===== src/victim_way_lfsr.sv =====
module victim_way_lfsr (
    input  logic clk,
    input  logic rst_n,
    output logic way
);

    localparam logic [7:0] SEED = 8'h01;

    logic [7:0] lfsr_q;
    logic       feedback;

    // x^8 + x^6 + x^5 + x^4 + 1
    assign feedback = lfsr_q[7] ^ lfsr_q[5] ^ lfsr_q[4] ^ lfsr_q[3];

    always_ff @(posedge clk or negedge rst_n) begin
        if (!rst_n) begin
            lfsr_q <= SEED;
        end else begin
            lfsr_q <= {lfsr_q[6:0], feedback};
        end
    end

    assign way = lfsr_q[0];

endmodule


===== config.mk =====
export PLATFORM = sky130hd
export DESIGN_NAME = victim_way_lfsr
export DESIGN_NICKNAME = d
export VERILOG_FILES = /design/src/victim_way_lfsr.sv
export SDC_FILE = /design/constraint.sdc
export NUM_CORES = 1
export LEC_CHECK = 0
export BUFFER_PORTS_ARGS = -buffer_cell sky130_fd_sc_hd__buf_2
export CORE_AREA = 2 2 39 41
export CTS_CLUSTER_DIAMETER = 200
export CTS_CLUSTER_SIZE = 12
export DETAILED_ROUTE_END_ITERATION = 10
export DIE_AREA = 0 0 41 43
export SYNTH_ARGS = -nofsm -noshare
export SYNTH_HDL_FRONTEND = slang
export SYNTH_SLANG_ARGS = --single-unit

===== constraint.sdc =====
create_clock -name clk -period 0.8 [get_ports clk]
set_input_delay 0.04 -clock clk [delete_from_list [all_inputs] [get_ports clk]]
set_output_delay 0.04 -clock clk [all_outputs]
set_load 0.01 [all_outputs]

==> impl_metrics.env <==
export IMPL_layout_common_cells="7 x dfrtp_1, 3 x clkbuf_4, 3 x buf_4"
export IMPL_core_region_area_sq_um=1384
export IMPL_antenna_cells=0
export IMPL_cts_buffer_depth=2
export IMPL_post_route_period_util_pct=115.5
export IMPL_synth_compound_area_share_pct=0
export IMPL_internal_power_w=0.0006010
export IMPL_path_cells="buf_6"
export IMPL_relSlewSlack_pct=88.81
export IMPL_rows=14
export IMPL_cp_top_family="flip-flops"
export IMPL_clock_sinks=8
export IMPL_setup_worst_path_end_class="output pin"
export IMPL_final_core_util_pct=23.87
export IMPL_grt_pass1_wl_um=565
export IMPL_status="finished with violations"
export IMPL_period_minus_slack_ns=0.9240
export IMPL_overflow=0
export IMPL_p_comb_share_pct=1.7
export IMPL_clk_latency_ns=0.25
export IMPL_rsz0062_at_grt="true"
export IMPL_yosysWarnings=0
export IMPL_drt_first_pass_iters=2
export IMPL_setup_violations=1
export IMPL_netlist_area_sq_um=227.7
export IMPL_slowest_stage="dfstp_2"
export IMPL_start_util_pct=16.46
export IMPL_syn_nets=13
export IMPL_gp_congestion=0.5320
export IMPL_power_density_nw_per_um2=2248
export IMPL_largest_reg_flops=8
export IMPL_post_synth_top_area_cell="dfrtp_1"
export IMPL_critPathKind="reg -> out"
export IMPL_cpPeakStageDelay_ns=0.54
export IMPL_wl_per_cell_um=9.595
export IMPL_critical_path_arrival_ns=0.88
export IMPL_critPathLaunchType="flip-flop"
export IMPL_avgSynthCellArea_sq_um=20.70
export IMPL_cp_data_required_time_ns=0.76
export IMPL_synth_top_area_share_pct=76.92
export IMPL_cts_tree="built"
export IMPL_path_buf_inv=1
export IMPL_drc_errors=0
export IMPL_synthMuxAreaShare_pct=0
export IMPL_swShare_pct=19.05
export IMPL_grt_pass1_vias=137
export IMPL_switching_power_w=0.0001414
export IMPL_ys_ff_latch=8
export IMPL_regMostFlops="lfsr_q"
export IMPL_die_x_um=41
export IMPL_report_final_hold_viol_count=0
export IMPL_reg_top3="lfsr_q (8)"
export IMPL_synth_xor_area_share_pct=11.54
export IMPL_nNetsFinal=24
export IMPL_port_buffer_count=2
export IMPL_cp_max_fo=2
export IMPL_finalPower_w=0.0007424
export IMPL_vias=113
export IMPL_routed_wl_um=355
export IMPL_die_y_um=43
export IMPL_drv_cap=0
export IMPL_clk_pin_slew_worst_paths_ns=0.05
export IMPL_dp_hpwl_um=225.4
export IMPL_synth_top_family_by_area="XOR/XNOR gates"
export IMPL_root_buffer="clkbuf_4"
export IMPL_hold_path_class="in -> async"
export IMPL_timing_final_ws_setup_ns=-0.1240
export IMPL_synth_simple_area_share_pct=0
export IMPL_antenna_found_initial=0
export IMPL_skew_ns=0.0009104
export IMPL_postRouteAntennaNets=0
export IMPL_failed_checks="negative setup slack"
export IMPL_irDropWorstVdd_v=0.0008286
export IMPL_slew_viol_final=0
export IMPL_fillers=146
export IMPL_grt_max_degree=9
export IMPL_drtIter0Drc=1
export IMPL_area_delta_synth_final_pct=45.06
export IMPL_layout_commonest_cell="dfrtp_1"
export IMPL_max_freq_mhz=1082
export IMPL_synth_seq_area_share_pct=88.46
export IMPL_htree_num_levels=1
export IMPL_dieArea_sq_um=1763
export IMPL_synth_fa_ha_area_share_pct=0
export IMPL_p_clk_share_pct=43.7
export IMPL_fin_cells=37
export IMPL_p_seq_share_pct=54.6
export IMPL_grt_usage_pct=6.104
export IMPL_pin_count=3
export IMPL_syn_instance_count=11
export IMPL_synthTopCellsByArea="dfrtp_1 77%, dfstp_2 12%, xnor2_1 7.7%"
export IMPL_via_per_inst=3.054
export IMPL_tightest_slew_ns=0.1679
export IMPL_synth_cell_type_count=4
export IMPL_drive_gt1_share_pct=47.62
export IMPL_p_leak_nw=0.1671
export IMPL_hold_ws_ns=0.1552
export IMPL_place_inst=29
export IMPL_cts_inserted_buffers=3
==> path summary, 6_finish.rpt <==
| path | startpoint | end | slack [ns] | depth (start not counted) |
|---|---|---|---|---|
| max in group asynchronous | rst_n | lfsr_q[0]$_DFF_PN1_ | 0.41 | 2 |
| min in group clk | lfsr_q[1]$_DFF_PN0_ | lfsr_q[2]$_DFF_PN0_ | 0.35 | 0 |
| worst min register to register | lfsr_q[1]$_DFF_PN0_ | lfsr_q[2]$_DFF_PN0_ | 0.35 | 0 |
| worst max register to register | lfsr_q[4]$_DFF_PN0_ | lfsr_q[0]$_DFF_PN1_ | 0.01 | 2 |
| worst min-delay path | rst_n | lfsr_q[7]$_DFF_PN0_ | 0.16 | 2 |
| worst max-delay path | lfsr_q[0]$_DFF_PN1_ | way | -0.12 | 1 |
==> stage by stage <==
step           cell area, sq um  setup slack [ns]  TNS, ns
6_report                  330.3           -0.1240  -0.1240
5_1_grt                   330.3           -0.1604  -0.2058
4_1_cts                   307.8           -0.1394  -0.1422
3_5_place_dp              257.7           0.02169        0
3_3_place_gp              257.7           0.04786        0
2_1_floorplan             227.7           0.06044        0
==> cells by family (layout without fill, tap and decap cells) <==
kind of cell | Yosys count | after routing
XOR/XNOR | 3 | 3
buffers and inverters | 0 | 10
flip-flops | 8 | 8
==> power groups by stage <==
stage / clock network, W / logic, W / registers, W
3_5_place_dp: 0 / 0.00000925 / 0.000412
2_1_floorplan: 0 / 0.0000000000126 / 0.000412
6_report: 0.000325 / 0.0000125 / 0.000405
3_3_place_gp: 0 / 0.00000814 / 0.000412
5_1_grt: 0.000371 / 0.0000146 / 0.000405
4_1_cts: 0.000343 / 0.0000131 / 0.000405
==> area by class of cell <==
type	count	area, sq um	area share (%)
flip-flops and latches	8	201.4	60.98
clock buffers	4	26.28	7.955
well taps	16	20.02	6.061
repair buffers	6	48.80	14.77
multi-input cells	3	33.78	10.23
==> synthesized netlist by cell type <==
master	n
dfrtp_1	7
dfstp_2	1
xnor2_1	2
xor2_1	1
==> metal layers <==
layer,wire [um],up-vias,track usage (%)
met5,0,-,0
met4,0,0,4.000
met3,46,0,7.853
met2,164,5,6.875
met1,143,56,5.705
li1,-,52,-
==> repair_timing <==
action,in CTS,in global routing
setup buffers,1,2
resized for setup,1,1
pin swaps,1,1
hold endpoints to repair,8,0
setup endpoints to repair,2,2
hold buffers,1,0
No activity file was read; power rests on OpenSTA's default activity.
