===== config.mk =====
export PLATFORM = sky130hd
export DESIGN_NAME = fetch_fifo
export DESIGN_NICKNAME = d
export VERILOG_FILES = /design/src/fetch_fifo.sv
export SDC_FILE = /design/constraint.sdc
export NUM_CORES = 1
export LEC_CHECK = 0
export ABC_AREA = 1
export BUFFER_PORTS_ARGS = -buffer_cell sky130_fd_sc_hd__buf_2
export CAP_MARGIN = 10
export CELL_PAD_IN_SITES_DETAIL_PLACEMENT = 0
export CELL_PAD_IN_SITES_GLOBAL_PLACEMENT = 1
export CORE_UTILIZATION = 45
export CTS_CLUSTER_DIAMETER = 30
export DETAILED_ROUTE_END_ITERATION = 7
export PLACE_DENSITY = 0.84
export SYNTH_ARGS = -nofsm -noshare
export SYNTH_HDL_FRONTEND = slang
export SYNTH_SLANG_ARGS = --single-unit

===== constraint.sdc =====
create_clock -name clk -period 5.9 [get_ports clk]
set_clock_uncertainty 0.2 [all_clocks]
set_input_delay 0.59 -clock clk [delete_from_list [all_inputs] [get_ports clk]]
set_output_delay 0.59 -clock clk [all_outputs]
set_load 0.01 [all_outputs]

===== src/fetch_fifo.sv =====
module fetch_fifo #(
    parameter int WIDTH = 64,
    parameter int DEPTH = 4
) (
    input  logic             clk,
    input  logic             rst_n,
    input  logic             push,
    input  logic [WIDTH-1:0] push_data,
    output logic             full,
    input  logic             pop,
    output logic [WIDTH-1:0] pop_data,
    output logic             empty
);

    localparam int PTR_W = (DEPTH > 1) ? $clog2(DEPTH) : 1;
    localparam int CNT_W = $clog2(DEPTH + 1);

    logic [WIDTH-1:0] mem [DEPTH];
    logic [PTR_W-1:0] wr_ptr;
    logic [PTR_W-1:0] rd_ptr;
    logic [CNT_W-1:0] count;
    logic             do_push;
    logic             do_pop;

    // wrap explicitly so any depth works
    function automatic logic [PTR_W-1:0] ptr_next(input logic [PTR_W-1:0] ptr);
        return (ptr == PTR_W'(DEPTH - 1)) ? '0 : ptr + 1'b1;
    endfunction

    assign do_push  = push && !full;
    assign do_pop   = pop && !empty;
    assign full     = (count == CNT_W'(DEPTH));
    assign empty    = (count == '0);
    assign pop_data = mem[rd_ptr];

    always_ff @(posedge clk) begin
        if (do_push) begin
            mem[wr_ptr] <= push_data;
        end
    end

    always_ff @(posedge clk or negedge rst_n) begin
        if (!rst_n) begin
            wr_ptr <= '0;
            rd_ptr <= '0;
            count  <= '0;
        end else begin
            if (do_push) begin
                wr_ptr <= ptr_next(wr_ptr);
            end
            if (do_pop) begin
                rd_ptr <= ptr_next(rd_ptr);
            end
            if (do_push && !do_pop) begin
                count <= count + 1'b1;
            end else if (do_pop && !do_push) begin
                count <= count - 1'b1;
            end
        end
    end

endmodule


==> results.json <==
{
  "p_leak_nw": 5.26,
  "hold_start": "push_data[30]",
  "fp.dieW_microns": 156,
  "r2r_start": "count[0]",
  "cts_buffer_depth": 3,
  "ir_worst_vdd_mv": 0.284,
  "drc": 0,
  "netlist_instances": 807,
  "cts_buffers": 49,
  "post_cts_resize_count": 0,
  "syn_nets": 882,
  "worstSetupPathType": "flip-flop to output port",
  "clock-sinks": 263,
  "synth_compound_area_frac": 0.0907,
  "synth_mux_area_frac": 0,
  "fin_nets": 1033,
  "cts_tree": "built",
  "die_h_microns": 156,
  "drt-total-wl_mm": 20.0,
  "tns_ns": 0,
  "setup_viol": 0,
  "worst_setup_path_start_kind": "flip-flop",
  "crit_start": "rd_ptr[0]",
  "syn_area_per_cell_sq_um": 13.3,
  "dp_hpwl_mm": 11.2,
  "drv_cap": 0,
  "fin_util": 0.558,
  "crit_arrival_ns": 2.56,
  "io_buffers": 133,
  "status": "completed",
  "fin_crit_sh": 0.567,
  "floorplan.rows": 56,
  "synth_area_sq_um": 10700,
  "start_util": 0.457,
  "grt_overflow": 0,
  "drtPass1Iterations": 4,
  "drt_iter0_markers": 339,
  "period_needed_ns": 3.35,
  "drtAntennaViolNets": 0,
  "drive_gt1_frac": 0.225,
  "insertion_delay_ns": 0.52,
  "io_pins": 134,
  "hold_path_class": "input port to flip-flop",
  "synth_edf_count": 256,
  "yosysSeqAreaShare": 0.735,
  "synth.distinct_cells": 18,
  "synth-main-ff-cell": "edfxtp_1",
  "cp-end-kind": "output port",
  "antenna_found_initial": 3,
  "die_area_sq_um": 24400,
  "cp.required_ns": 5.11,
  "synth-seq-cells": 263,
  "synth_fa_ha_area_frac": 0.00888,
  "cts.reportedPaths.clkPinSlew_ns": 0.05,
  "slew_headroom": 0.325,
  "cts-root-buf": "clkbuf_16",
  "synth_xor_area_frac": 0.000818,
  "tightest_slew_ns": 1.01,
  "routed-via-count": 6300,
  "coreArea_sq_um": 23400,
  "grt_usage": 0.169,
  "ys_top_cells_by_count": "edfxtp_1, nand2_1, inv_1",
  "wl_per_cell_microns": 15.1,
  "pwr_density_cell_nw_per_um2": 540,
  "hold_viol": 0,
  "yosysWarnings": 0,
  "grt_pass1_vias": 6184,
  "viasPerCell": 4.77,
  "yosysMostFrequentCell": "edfxtp_1",
  "grt_start_max_net_pins": 122,
  "grt_pass1_wl_mm": 31.6,
  "clock.fmax_mhz": 299,
  "gp_congestion": 0.737,
  "synth_top_area_frac": 0.718,
  "ys_top_cells_by_area": "edfxtp_1, o211ai_1, nand2_1",
  "nFillCells": 1958,
  "rsz0062_at_grt": "false",
  "synth.largest_area_cell": "edfxtp_1",
  "synth-simple-area-share": 0.0786,
  "async_flop_share": 0.0266,
  "path_max_fanout": 88,
  "maxSlewViolCount": 0,
  "syn2layout_area_growth_pct": 22.1,
  "ff2ff_setup_slack_ns": 2.92,
  "cts.htree.levels": 2,
  "synth_top_family_by_area": "compound AO/OA/AOI/OAI gates"
}
state kept, by name (all words and copies together), names as in the netlist:
signal,cells
rd_ptr,2
mem,256
wr_ptr,2
count,3
worst max-delay path, stage by stage (launching register included):
cell and delay, ns:
dfrtp_4 0.75, buf_4 0.74, o211ai_1 0.19, nand2_1 0.17
buf_2 0.15
path summary, 6_finish.rpt:
path,to,cells past startpoint
max,pop_data[45],4
min,mem[2][30],1
max reg2reg,mem[2][39],5
min reg2reg,count[2],2
max in group asynchronous,rd_ptr[0],2
min in group asynchronous,wr_ptr[0],2
timing repair:
item	4_1_cts	5_1_grt
setup endpoints to repair	0	0
hold buffers	1	0
setup buffers	0	0
hold endpoints to repair	7	0
placed cells by master, fill, tap and decap left out, types with 2 or more instances in the layout:
cell type	count
edfxtp_1	256
nand2_1	207
inv_1	143
buf_2	133
o211ai_1	127
clkbuf_16	50
clkinv_2	10
clkinv_1	9
nand3_1	7
buf_4	7
ha_1	6
clkbuf_1	6
dfrtp_1	5
nor2_4	4
clkinv_4	4
clkinvlp_4	4
diode_2	3
inv_6	3
nor2_1	2
bufinv_16	2
cell type report:
type	count	area, sq um	share of cell area
inverters	144	541	0.0414
diodes	3	7.51	0.000575
clock buffers	56	1270	0.0975
multi-input cells	358	1950	0.149
clock inverters	35	283	0.0216
well taps	319	399	0.0305
flip-flops and latches	263	7870	0.602
repair buffers	142	748	0.0573
through the flow:
| stage | cell area, sq um | hold slack, ns | total power [mW] | setup WS [ns] | cells |
|---|---|---|---|---|---|
| detailed placement | 11500 | 0.243 | 4.59 | 2.78 | 1225 |
| CTS | 13100 | 0.0450 | 7.16 | 2.52 | 1317 |
| global placement | 11500 | 0.239 | 4.54 | 2.79 | 1225 |
| global route | 13100 | 0.0548 | 7.48 | 2.31 | 1319 |
| finish | 13100 | 0.0739 | 7.05 | 2.55 | 1320 |
| floorplan | 10700 | 0.0944 | 4.05 | 1.80 | 807 |
metal layers:
layer  vias up  track usage  routed length (microns)
li1       3122            -                        -
met1      2993        0.201                     8320
met2       145        0.300                    10200
met3        40       0.0377                     1030
met4         0       0.0658                      433
met5         -            0                        0
logic make-up after synthesis:
kind of cell / count (synthesis)
compound gates: 129
xor+xnor: 1
fa+ha+maj: 7
buf+inv: 186
flops: 263
simple gates: 221
where the power goes:
part | leakage (nW) | switching, mW | total [mW] | internal (mW)
Clock | 0.758 | 0.893 | 2.54 | 1.64
Combinational | 2.08 | 1.27 | 1.92 | 0.641
Sequential | 2.43 | 0.133 | 2.60 | 2.46
No activity file was read; power rests on OpenSTA's default activity.
