File: src/icache_params.svh
`ifndef ICACHE_PARAMS_SVH
`define ICACHE_PARAMS_SVH

// ************************************************************
// address and line geometry
// ************************************************************
`define ICACHE_ADDR_W      64
`define ICACHE_WORD_W      64
`define ICACHE_SETS        64
`define ICACHE_INDEX_W     6
`define ICACHE_WAYS        2
`define ICACHE_LINE_W      128
`define ICACHE_OFFSET_W    4
`define ICACHE_TAG_W       (`ICACHE_ADDR_W - `ICACHE_INDEX_W - `ICACHE_OFFSET_W)

// request and response queues
`define ICACHE_FIFO_DEPTH  4

// ************************************************************
// AXI side
// ************************************************************
`define ICACHE_AXI_ID      3
`define ICACHE_AXI_ID_W    4

// cacheable memory window, bounds inclusive
`define ICACHE_PMEM_START  64'h0000_0000_8000_0000
`define ICACHE_PMEM_END    64'h0000_0000_ffff_ffff

`endif

File: src/axi_rd_pkg.sv
`include "icache_params.svh"

package axi_rd_pkg;

    // read response codes, exokay never used here
    typedef enum logic [1:0] {
        resp_okay   = 2'd0,
        resp_slverr = 2'd2,
        resp_decerr = 2'd3
    } resp_code_e;

    // read address channel payload
    typedef struct packed {
        logic [`ICACHE_ADDR_W-1:0]   addr;
        logic [`ICACHE_AXI_ID_W-1:0] id;
    } axi_ar_t;

    // read data channel payload
    typedef struct packed {
        logic [`ICACHE_WORD_W-1:0]   data;
        resp_code_e                  resp;
        logic                        last;
        logic [`ICACHE_AXI_ID_W-1:0] id;
    } axi_r_t;

endpackage

File: src/icache_pkg.sv
`include "icache_params.svh"

package icache_pkg;

    import axi_rd_pkg::*;

    // one word back to the fetch unit
    typedef struct packed {
        resp_code_e                resp;
        logic [`ICACHE_WORD_W-1:0] data;
    } fetch_resp_t;

    // registered lookup result of the array stage
    typedef struct packed {
        logic [`ICACHE_ADDR_W-1:0] addr;
        logic                      hit;
        logic [`ICACHE_WORD_W-1:0] word;
        logic                      valid;
    } lookup_t;

    // line write from the refill FSM
    typedef struct packed {
        logic [`ICACHE_ADDR_W-1:0] addr;
        logic [`ICACHE_LINE_W-1:0] line;
        logic                      way;
        logic                      we;
    } refill_t;

    // ************************************************************
    // refill FSM states
    // ************************************************************
    typedef enum logic [2:0] {
        st_idle  = 3'b000,
        st_addr  = 3'b010,
        st_beat0 = 3'b110,
        st_beat1 = 3'b111,
        st_write = 3'b101,
        st_send  = 3'b100
    } refill_state_e;

endpackage

File: src/icache_refill_fsm.sv
`include "icache_params.svh"

module icache_refill_fsm (
    input  logic                      clk,
    input  logic                      rst_n,
    input  logic                      miss_valid,
    input  logic [`ICACHE_ADDR_W-1:0] miss_addr,
    input  logic                      victim,
    output logic                      m_arvalid,
    input  logic                      m_arready,
    output axi_rd_pkg::axi_ar_t       m_ar,
    input  logic                      m_rvalid,
    input  axi_rd_pkg::axi_r_t        m_r,
    output icache_pkg::refill_t       refill,
    output logic                      send_valid,
    input  logic                      send_ready,
    output icache_pkg::fetch_resp_t   send_data
);

    import axi_rd_pkg::*;
    import icache_pkg::*;

    localparam logic [`ICACHE_AXI_ID_W-1:0] AXI_ID = `ICACHE_AXI_ID;
    localparam int WORD_SEL = `ICACHE_OFFSET_W - 1;

    refill_state_e             state_q;
    refill_state_e             state_d;
    logic [`ICACHE_ADDR_W-1:0] addr_q;
    logic [`ICACHE_LINE_W-1:0] line_q;
    logic                      victim_q;
    resp_code_e                resp_q;
    logic                      beat_ok;
    logic                      cacheable;
    logic                      fill_ok;

    // beats with a foreign id belong to someone else
    assign beat_ok   = m_rvalid && (m_r.id == AXI_ID);
    assign cacheable = (addr_q >= `ICACHE_PMEM_START) && (addr_q <= `ICACHE_PMEM_END);
    assign fill_ok   = cacheable && (resp_q == resp_okay) && (m_r.resp == resp_okay);

    // ************************************************************
    // state machine
    // ************************************************************
    always_comb begin
        state_d = state_q;
        case (state_q)
            st_idle: begin
                if (miss_valid) begin
                    state_d = st_addr;
                end
            end
            st_addr: begin
                if (m_arready) begin
                    state_d = st_beat0;
                end
            end
            st_beat0: begin
                if (beat_ok) begin
                    state_d = st_beat1;
                end
            end
            st_beat1: begin
                if (beat_ok) begin
                    state_d = fill_ok ? st_write : st_send;
                end
            end
            st_write: begin
                state_d = st_send;
            end
            st_send: begin
                if (send_ready) begin
                    state_d = st_idle;
                end
            end
            default: begin
                state_d = st_idle;
            end
        endcase
    end

    always_ff @(posedge clk or negedge rst_n) begin
        if (!rst_n) begin
            state_q <= st_idle;
            resp_q  <= resp_okay;
        end else begin
            state_q <= state_d;
            if (state_q == st_idle && miss_valid) begin
                resp_q <= resp_okay;
            end else if ((state_q == st_beat0 || state_q == st_beat1) && beat_ok &&
                         resp_q == resp_okay) begin
                // keep only the first error of the burst
                resp_q <= m_r.resp;
            end
        end
    end

    // miss capture and line assembly
    always_ff @(posedge clk) begin
        if (state_q == st_idle && miss_valid) begin
            addr_q   <= miss_addr;
            victim_q <= victim;
        end
        if (state_q == st_beat0 && beat_ok) begin
            line_q[`ICACHE_WORD_W-1:0] <= m_r.data;
        end
        if (state_q == st_beat1 && beat_ok) begin
            line_q[`ICACHE_LINE_W-1 -: `ICACHE_WORD_W] <= m_r.data;
        end
    end

    // ************************************************************
    // outputs
    // ************************************************************
    assign m_arvalid = (state_q == st_addr);

    always_comb begin
        m_ar.addr = {addr_q[`ICACHE_ADDR_W-1:`ICACHE_OFFSET_W], {`ICACHE_OFFSET_W{1'b0}}};
        m_ar.id   = AXI_ID;
    end

    always_comb begin
        refill.addr = addr_q;
        refill.line = line_q;
        refill.way  = victim_q;
        refill.we   = (state_q == st_write);
    end

    assign send_valid = (state_q == st_send);

    always_comb begin
        send_data.resp = resp_q;
        send_data.data = line_q[addr_q[WORD_SEL] * `ICACHE_WORD_W +: `ICACHE_WORD_W];
    end

endmodule

File: config.mk
export PLATFORM = sky130hd
export DESIGN_NAME = icache_refill_fsm
export DESIGN_NICKNAME = d
export VERILOG_FILES = /design/src/axi_rd_pkg.sv /design/src/icache_pkg.sv /design/src/icache_refill_fsm.sv
export VERILOG_INCLUDE_DIRS = /design/src
export SDC_FILE = /design/constraint.sdc
export NUM_CORES = 1
export LEC_CHECK = 0
export BUFFER_PORTS_ARGS = -buffer_cell sky130_fd_sc_hd__buf_2
export CORE_AREA = 2 2 186 188
export CTS_CLUSTER_DIAMETER = 80
export DETAILED_ROUTE_END_ITERATION = 7
export DIE_AREA = 0 0 188 190
export SYNTH_ARGS = -nofsm -noshare
export SYNTH_HDL_FRONTEND = slang
export SYNTH_SLANG_ARGS = --single-unit
File: constraint.sdc
create_clock -name clk -period 8.85 [get_ports clk]
set_input_delay 0.885 -clock clk [delete_from_list [all_inputs] [get_ports clk]]
set_output_delay 0.885 -clock clk [all_outputs]
set_load 0.05 [all_outputs]
==> summary.md, run 1 <==
| Metric | Value |
|---|---|
| Reg2reg end | `line_q[80]` |
| Cell variety after synth | `28` |
| Residual DRC count | `0` |
| CP required | `~8 ns` |
| Synth Area per Inst | `19.6 um2` |
| Hold Slack | `0.245 ns` |
| Worst Path Arrival | `2.20 ns` |
| I/O pins | `472` |
| CTS tree | `yes` |
| Final setup vio count | `0` |
| DR vias | `between 4000 and 5000` |
| Worst vdd ir | `roughly 0.12 mV` |
| Cell area after synthesis | `7460 um2` |
| Total grt overflow | `0` |
| Largest net degree at the start of global routing | `just under 70` |
| Die width | `approximately 190 um` |
| Status | `finished clean` |
| Sw power | `500 uW` |
| Worst r2r path cells | `3` |
| H-tree depth | `4` |
| Max Clk Rate | `0.324 GHz` |
| Worst-Skew Late Latency | `0.44 ns` |
| Layout cells sized above 1 | `0.706` |
| Synth Warn # | `0` |
| Reg clk slew, reported paths | `about 0.070 ns` |
| HP Class | `input port to asynchronous set/reset pin` |
| Clk_skew | `~0.0087 ns` |
| Drt total wl | `22300 um` |
| Die ar. | `35700 um2` |
| CTS Buf Count | `17` |
| Nets | `around 940` |
| Drt via density | `3.87` |
| Core Util, Final | `0.307` |
| Flop pwr share | `0.542` |
| DR pass1 iterations | `4` |
| R2R Setup Slk | `6.72 ns` |
| Switching Share | `0.254` |
| Routed WL per cell | `around 18 um` |
| RSZ-0062 raised after global routing | `false` |
| Leakage | `0.00427 uW` |
| Post-placement cell area | `9860 um2` |
| Commonest non-fill, non-tap cell in the layout | `buf_2` |
| Seq/Total Area, Yosys | `0.794` |
| Die H | `190 um` |
| DP HPWL | `17700 um` |
| Synth Instances | `380` |
| Final worst path period share | `0.349` |
| Starting DRT DRC Count | `149` |
| CTS Hold Bufs | `0` |
| P&R area growth vs syn | `39.7%` |
| Postcts setup bufs | `0` |
| Post-route antenna net violation count | `0` |
| Initial antenna violation count | `2` |
| First-pass GRT wire length | `30700 um` |
| Hold Fails Final Rpt | `0` |
| Power share of the clock group | `0.374` |
| Gpl congestion | `0.770` |
| # port buffers | `462` |
| Total of max-cap violations | `0` |
| Gate power share | `0.084` |
| WS Path Type | `register to primary output` |
| Slew margin rel. | `0.352` |
| Fillers | `3370` |
| Power Internal | `around 1500 uW` |
| Rows | `about 70` |
| PwrDens | `189 nW/um2` |
| Sink Count | `198` |
| Slew Viols, Final | `0` |
| Design area | `10400 um2` |
| Reg2reg start | `state_q[1]` |
| Setup TNS | `0 ns` |
| Startpoint types | `register` |
| Global-route usage over all layers | `0.120` |
| Clock tree buffer depth | `2` |
| Min Clock Period, post-route | `3.08 ns` |
| Starting Density | `0.220` |
| Core area | `approximately 34000 um2` |
| Worst-Margin Slew | `about 1 ns` |
| Critical-path maximum fanout | `65` |
| Worst Setup End Kind | `primary output` |
| Seq cells post-synth | `198` |
| Commonest cells after routing, fill and taps aside | `buf_2, edfxtp_1, mux2_2, clkbuf_16, conb_1` |
| Number of global-route vias before repair | `4711` |
| Clock root buffer | `clkbuf_16` |
| Cts repair resizes | `0` |
-- power by group through the flow --
stage | Clock (uW) | Sequential, uW | Combinational (uW)
finish | 736 | 1070 | 165
floorplan | 0 | 1120 | 72.3
global placement | 0 | 1090 | 164
CTS | 772 | 1070 | 167
detailed placement | 0 | 1090 | 167
global route | 804 | 1070 | 175
-- final cells by class --
type                       instances  area (um2)  area share
antenna                            1        2.50    0.000240
clock buffer                      17         425      0.0408
clock inverter                    15         140      0.0134
inverter                           2        7.51    0.000720
multi-input combinational        108        1010      0.0970
sequential                       198        5920       0.568
tap                              455         569      0.0546
timing repair buffer             467        2350       0.225
-- routing by layer --
| layer | vias up | GRT usage | part of all wire |
|---|---|---|---|
| li1 | 2219 | - | - |
| met1 | 2338 | 0.129 | 0.37 |
| met2 | 316 | 0.214 | 0.52 |
| met3 | 17 | 0.0524 | 0.094 |
| met4 | 4 | 0.0351 | 0.010 |
| met5 | - | 0 | 0.0012 |
-- worst max path at each step --
| stage | from | endpoint | slack (ns) | cells past startpoint |
|---|---|---|---|---|
| after global placement | m_r[3] | line_q[49] | 5.85 | 6 |
| after global routing | addr_q[3] | send_data[6] | 5.62 | 3 |
| after floorplan | miss_valid | addr_q[0] | 0.55 | 1 |
| after detailed placement | m_r[3] | line_q[49] | 5.83 | 6 |
| after CTS | addr_q[3] | send_data[6] | 5.67 | 3 |
| final | addr_q[3] | send_data[6] | 5.77 | 3 |
-- flip-flops by register name (all words and copies together) (netlist names) --
register / cells
addr_q: 64
victim_q: 1
resp_q: 2
state_q: 3
line_q: 128
-- cells by family after synthesis --
group | count (synthesis) | synth area share
AOI/OAI and AO/OA | 9 | 0.00771
buffers and inverters | 80 | 0.0761
DFF | 198 | 0.794
muxes | 64 | 0.0966
other | 2 | 0.00101
and+or+nand+nor | 27 | 0.0250
-- worst max-delay path: stages (launching register included) --
cell and delay [ns]:
edfxtp_1 0.32, buf_4 0.62, mux2_2 0.45, buf_2 0.23
-- synthesized netlist by cell type (all sizes together) --
library cell	n	area share
nand2b	2	0.0017
clkbuf	2	0.0010
o31a	1	0.0012
nor4b	2	0.0032
nand2	2	0.0010
nor3b	3	0.0030
nor4	7	0.0075
and3	1	0.00084
a21oi	5	0.0039
inv	2	0.0010
nor2	3	0.0015
nand4b	1	0.0012
edfxtp	193	0.78
nand4	2	0.0017
dfrtp	5	0.017
buf	76	0.074
o21ai	1	0.00067
and2	1	0.00084
o22ai	1	0.00084
a41oi	1	0.0012
nor3	2	0.0013
and4	1	0.0012
mux2	64	0.097
conb	2	0.0010
-- metrics by stage --
stage	setup slack (ns)	power, uW	std cells
3_5_place_dp	5.83	1250	1230
3_3_place_gp	5.85	1250	1230
4_1_cts	5.67	2010	1262
6_report	5.77	1970	1263
2_1_floorplan	0.553	1200	386
5_1_grt	5.62	2050	1262
Power figures use the tool's default switching activity.
==> run 2, diff against run 1 <==
clock period = 2.75 ns   (was 8.85 ns; I/O delays follow)
==> run 2 against run 1 <==
Against the previous run:
- register-to-register slack got worse by 5.7 ns
- largest cell class unchanged
- non-clock buffer count increased by 129
- critical path depth unchanged
- sequential power increased to 3.2 times the previous value
- critical path type unchanged
- power increased to 3.4 times the previous value
- count of clock-buffer cells in the layout unchanged
- hold slack got worse by 0.19 ns
- utilization increased by 4.0 points
- highest routed layer unchanged
==> summary.md, run 2 (synthesis results as in run 1) <==
| Metric | Value |
|---|---|
| Commonest cells after routing, fill and taps aside | `buf_2, edfxtp_1, dlygate4sd3_1, mux2_2, clkbuf_16` |
| Global-route usage over all layers | `0.128` |
| Buf/Inv on CP | `2` |
| Reg2reg start | `state_q[2]` |
| CTS Buf Count | `17` |
| Clock root buffer | `clkbuf_16` |
| Core Util, Final | `0.348` |
| Setup TNS | `0 ns` |
| Starting DRT DRC Count | `about 180` |
| Worst vdd ir | `0.383 mV` |
| P&R area growth vs syn | `58.2%` |
| Post-placement cell area | `9940 um2` |
| Drt via density | `about 3.9` |
| Gpl congestion | `0.782` |
| Post-route insts no fill | `1391` |
| Reg clk slew, reported paths | `0.07 ns` |
| Worst Setup End Kind | `primary output` |
| Reg2reg end | `line_q[58]` |
| Residual DRC count | `0` |
| Number of global-route vias before repair | `5423` |
| Post-route antenna net violation count | `0` |
| Largest net degree at the start of global routing | `68` |
| CP required | `2.48 ns` |
| Worst-Skew Late Latency | `0.44 ns` |
| Cts repair resizes | `0` |
| R2R Setup Slk | `1.06 ns` |
| Clk_skew | `0.00800 ns` |
| Drt total wl | `23700 um` |
| Clock tree buffer depth | `2` |
| Routed WL per cell | `about 17 um` |
| Critical-path top delay cell | `mux2_2` |
| Worst Path Arrival | `roughly 1.9 ns` |
| Sink Count | `198` |
| DR vias | `5368` |
| Min Clock Period, post-route | `2.13 ns` |
| Hold Slack | `0.0602 ns` |
| Hold path depth | `1` |
| Hold EP | `line_q[36]` |
| H-tree depth | `4` |
| PwrDens | `561 nW/um2` |
| Hold_sp | `m_r[43]` |
| DR pass1 iterations | `4` |
| Max Clk Rate | `about 0.47 GHz` |
| Commonest non-fill, non-tap cell in the layout | `buf_2` |
| Worst-Margin Slew | `0.526 ns` |
| Final worst path period share | `0.776` |
| Rows | `68` |
| Cells after DPL | `1232` |
| Worst r2r path cells | `3` |
| Fillers | `about 3300` |
| Core area | `33900 um2` |
| Critical path cell sequence | `buf_12 > mux2_2 > buf_2` |
| I/O pins | `around 470` |
| Nets | `1065` |
| Diode count | `0` |
| Largest register by flop count | `line_q` |
| Slew margin rel. | `0.646` |
| Largest register FFs | `128` |
| Status | `finished clean` |
| Design area | `11800 um2` |
| Largest registers | `line_q x128, addr_q x64, state_q x3` |
| First-pass GRT wire length | `33500 um` |
| Starting Density | `0.220` |
| Crit path depth | `3` |
| # port buffers | `462` |
| Layout cells sized above 1 | `0.612` |
| Postcts setup bufs | `0` |
| Die ar. | `35700 um2` |
| Slew Viols, Final | `0` |
| Critical-path maximum fanout | `65` |
| WS Path Type | `register to primary output` |
| Max incr delay on CP | `0.40 ns` |
| Final setup vio count | `0` |
| Leakage | `0.00484 uW` |
| Total grt overflow | `0` |
| RSZ-0062 raised after global routing | `false` |
| Die H | `190 um` |
| HP Class | `input port to register` |
| Initial antenna violation count | `1` |
| Total of max-cap violations | `0` |
| DP HPWL | `17600 um` |
| CTS tree | `yes` |
| Largest delay contributor family on the critical path | `buffers and inverters` |
| Hold Fails Final Rpt | `0` |
| Startpoint types | `register` |
| Die width | `188 um` |
==> run 2: cell type report <==
cell class                      instances  area [um2]  area share
Clock buffer                           17         425      0.0361
Multi-Input combinational cell        108        1030      0.0869
Clock inverter                         15         164      0.0139
Sequential cell                       198        5920       0.502
Timing Repair Buffer                  596        3690       0.312
Inverter                                2        7.51    0.000636
Tap cell                              455         569      0.0482
==> run 2: per-layer routing <==
layer / GRT usage / wire [um] / vias to the layer above
met5: 0 / 11 / -
met3: 0.0463 / 2010 / 25
met2: 0.225 / 12100 / 318
met1: 0.142 / 9100 / 2559
met4: 0.0491 / 470 / 2
li1: - / - / 2464
==> run 2: repair_timing <==
action	CTS	global route
setup endpoints to repair	0	0
hold endpoints to repair	191	1
hold buffers	126	1
==> run 2: power breakdown <==
| part | switching, uW | internal [uW] |
|---|---|---|
| Sequential | 71.7 | 3370 |
| Clock | 1200 | 1290 |
| Combinational | 411 | 280 |
| Total | 1680 | 4940 |
==> run 2: how the worst max path moves through the flow <==
stage | from | end | slack, ns
after CTS | addr_q[3] | send_data[25] | 0.57
after detailed placement | m_r[3] | line_q[9] | 0.75
after global routing | addr_q[3] | send_data[46] | 0.54
after floorplan | state_q[1] | addr_q[0] | -0.35
after global placement | m_r[3] | line_q[9] | 0.73
final | addr_q[3] | send_data[11] | 0.62
==> run 2: stage by stage <==
step,setup slack (ns),total power [uW]
2_1_floorplan,-0.345,3860
3_3_place_gp,0.730,4050
3_5_place_dp,0.748,4060
4_1_cts,0.573,6730
5_1_grt,0.541,6870
6_report,0.617,6630
==> run 3, diff against run 2 <==
clock period = 2.25 ns   (was 2.75 ns; I/O delays follow)
==> run 3 against run 2 <==
Against the previous run:
- cell count grew 0.43%
- power grew 22%
- sequential share of layout area shrank 0.21 points
- setup slack lost 0.44 ns
- wire length grew 3.4%
- sequential power grew 22%
- flip-flop and latch count is the same
- combinational power grew 24%
- first-iteration DRC count grew 9.0%
- largest cell class unchanged
==> summary.md, run 3 (synthesis results as in run 1) <==
| Metric | Value |
|---|---|
| Status | `finished clean` |
| Rows | `between 60 and 70` |
| # port buffers | `462` |
| Cts repair resizes | `0` |
| Leakage | `slightly below 0.005 uW` |
| Sw power | `2040 uW` |
| Slew Viols, Final | `0` |
| Routed WL per cell | `~18 um` |
| Drt via density | `about 4` |
| CTS tree | `yes` |
| Startpoint types | `register` |
| Final worst path period share | `0.921` |
| Drt total wl | `roughly 24000 um` |
| Largest register FFs | `128` |
| Switching Share | `0.253` |
| Largest net degree at the start of global routing | `68` |
| Clk_skew | `0.0117 ns` |
| I/O pins | `around 470` |
| Nets | `1071` |
| Total grt overflow | `0` |
| Die H | `~190 um` |
| Hold_sp | `m_r[5]` |
| Commonest non-fill, non-tap cell in the layout | `buf_2` |
| Die width | `188 um` |
| Gate power share | `0.106` |
| Residual DRC count | `0` |
| Crit path launch | `addr_q[3]` |
| Number of global-route vias before repair | `5446` |
| Global-route usage over all layers | `0.132` |
| Min Clock Period, post-route | `2.07 ns` |
| Worst-Skew Late Latency | `0.44 ns` |
| Hold Fails Final Rpt | `0` |
| Largest registers | `line_q x128, addr_q x64, state_q x3` |
| DP HPWL | `approximately 18000 um` |
| Final setup vio count | `0` |
| PwrDens | `681 nW/um2` |
| DR pass1 iterations | `5` |
| Hold Slack | `0.0692 ns` |
| Worst Setup End Kind | `primary output` |
| Post-route antenna net violation count | `0` |
| CTS Buf Count | `17` |
| RSZ-0062 raised after global routing | `false` |
| Layout cells sized above 1 | `0.609` |
| Critical-path maximum fanout | `65` |
| Power share of the clock group | `0.372` |
| Power Internal | `around 6000 uW` |
| Die ar. | `35700 um2` |
| Starting DRT DRC Count | `roughly 190` |
| Worst Path Arrival | `1.85 ns` |
| Starting Density | `0.220` |
| Clock tree buffer depth | `2` |
| Commonest cells after routing, fill and taps aside | `buf_2, edfxtp_1, dlygate4sd3_1, mux2_2, clkbuf_16` |
| Clock root buffer | `clkbuf_16` |
| Max Clk Rate | `0.483 GHz` |
| Flop pwr share | `0.521` |
| DR vias | `5479` |
| HP Class | `input port to register` |
| CP required | `2.03 ns` |
| Gpl congestion | `~0.78` |
| Reg2reg start | `state_q[2]` |
| First-pass GRT wire length | `34400 um` |
| Core area | `around 34000 um2` |
| Sink Count | `198` |
| Diode count | `0` |
| Largest register by flop count | `line_q` |
| P&R area growth vs syn | `58.8%` |
| Initial antenna violation count | `0` |
| Core Util, Final | `0.349` |
| Worst vdd ir | `between 0.4 and 0.5 mV` |
| Setup TNS | `0 ns` |
| WS Path Type | `register to primary output` |
| Reg clk slew, reported paths | `0.08 ns` |
| Total of max-cap violations | `0` |
| H-tree depth | `4` |
run 3: cell types whose count changed in the layout (fill, tap and decap cells not counted), sizes merged:
cell and change:
dlygate4sd3 +4, clkinvlp +3, inv -1, clkinv -2
buf +2
run 3: cell type report:
cell class                 count  area (um2)
timing repair buffer         602        3750
inverter                       2        7.51
clock buffer                  17         425
sequential                   198        5920
clock inverter                15         145
tap                          455         569
fill                        3229       22100
multi-input combinational    108        1030
run 3: final timing paths:
path / slack, ns / to / cells past startpoint
worst min register to register: 0.58 / resp_q[0] / 2
worst max register to register: 0.52 / line_q[114] / 3
worst max-delay path: 0.18 / send_data[53] / 3
worst min-delay path: 0.07 / resp_q[0] / 3
min in group asynchronous: 0.13 / resp_q[0] / 2
max in group asynchronous: 1.97 / state_q[1] / 2
run 3: metal layers:
layer  global-route usage  vias up  wire [um]
li1                     -     2479          -
met2                0.237      327      12900
met4               0.0488        0        410
met5                    0        -          0
met1                0.146     2650       9230
met3               0.0417       23       1920
run 3: per-stage QoR:
step / setup slack (ns) / instance area, um2 / power [uW] / std cells
3_3_place_gp: 0.412 / 9970 / 4950 / 1234
6_report: 0.178 / 11800 / 8070 / 1397
3_5_place_dp: 0.416 / 9970 / 4960 / 1234
5_1_grt: 0.0804 / 11800 / 8360 / 1397
4_1_cts: 0.110 / 11800 / 8190 / 1397
2_1_floorplan: -0.845 / 7510 / 4720 / 386
run 3: critical path, cell delays in order, from the launching register on:
cell and delay [ns]:
edfxtp_1 0.38, buf_12 0.33, mux2_2 0.42, buf_2 0.22
run 3: power by group through the flow:
stage	combinational (uW)	clock [uW]	sequential, uW
2_1_floorplan	298	0	4420
5_1_grt	904	3240	4220
4_1_cts	855	3130	4200
6_report	856	3000	4210
3_3_place_gp	662	0	4280
3_5_place_dp	674	0	4290
run 3: what timing repair did:
item / CTS / global route
hold buffers: 131 / 0
buffers inserted: 0 / 0
endpoints found under the hold margin: 199 / 0
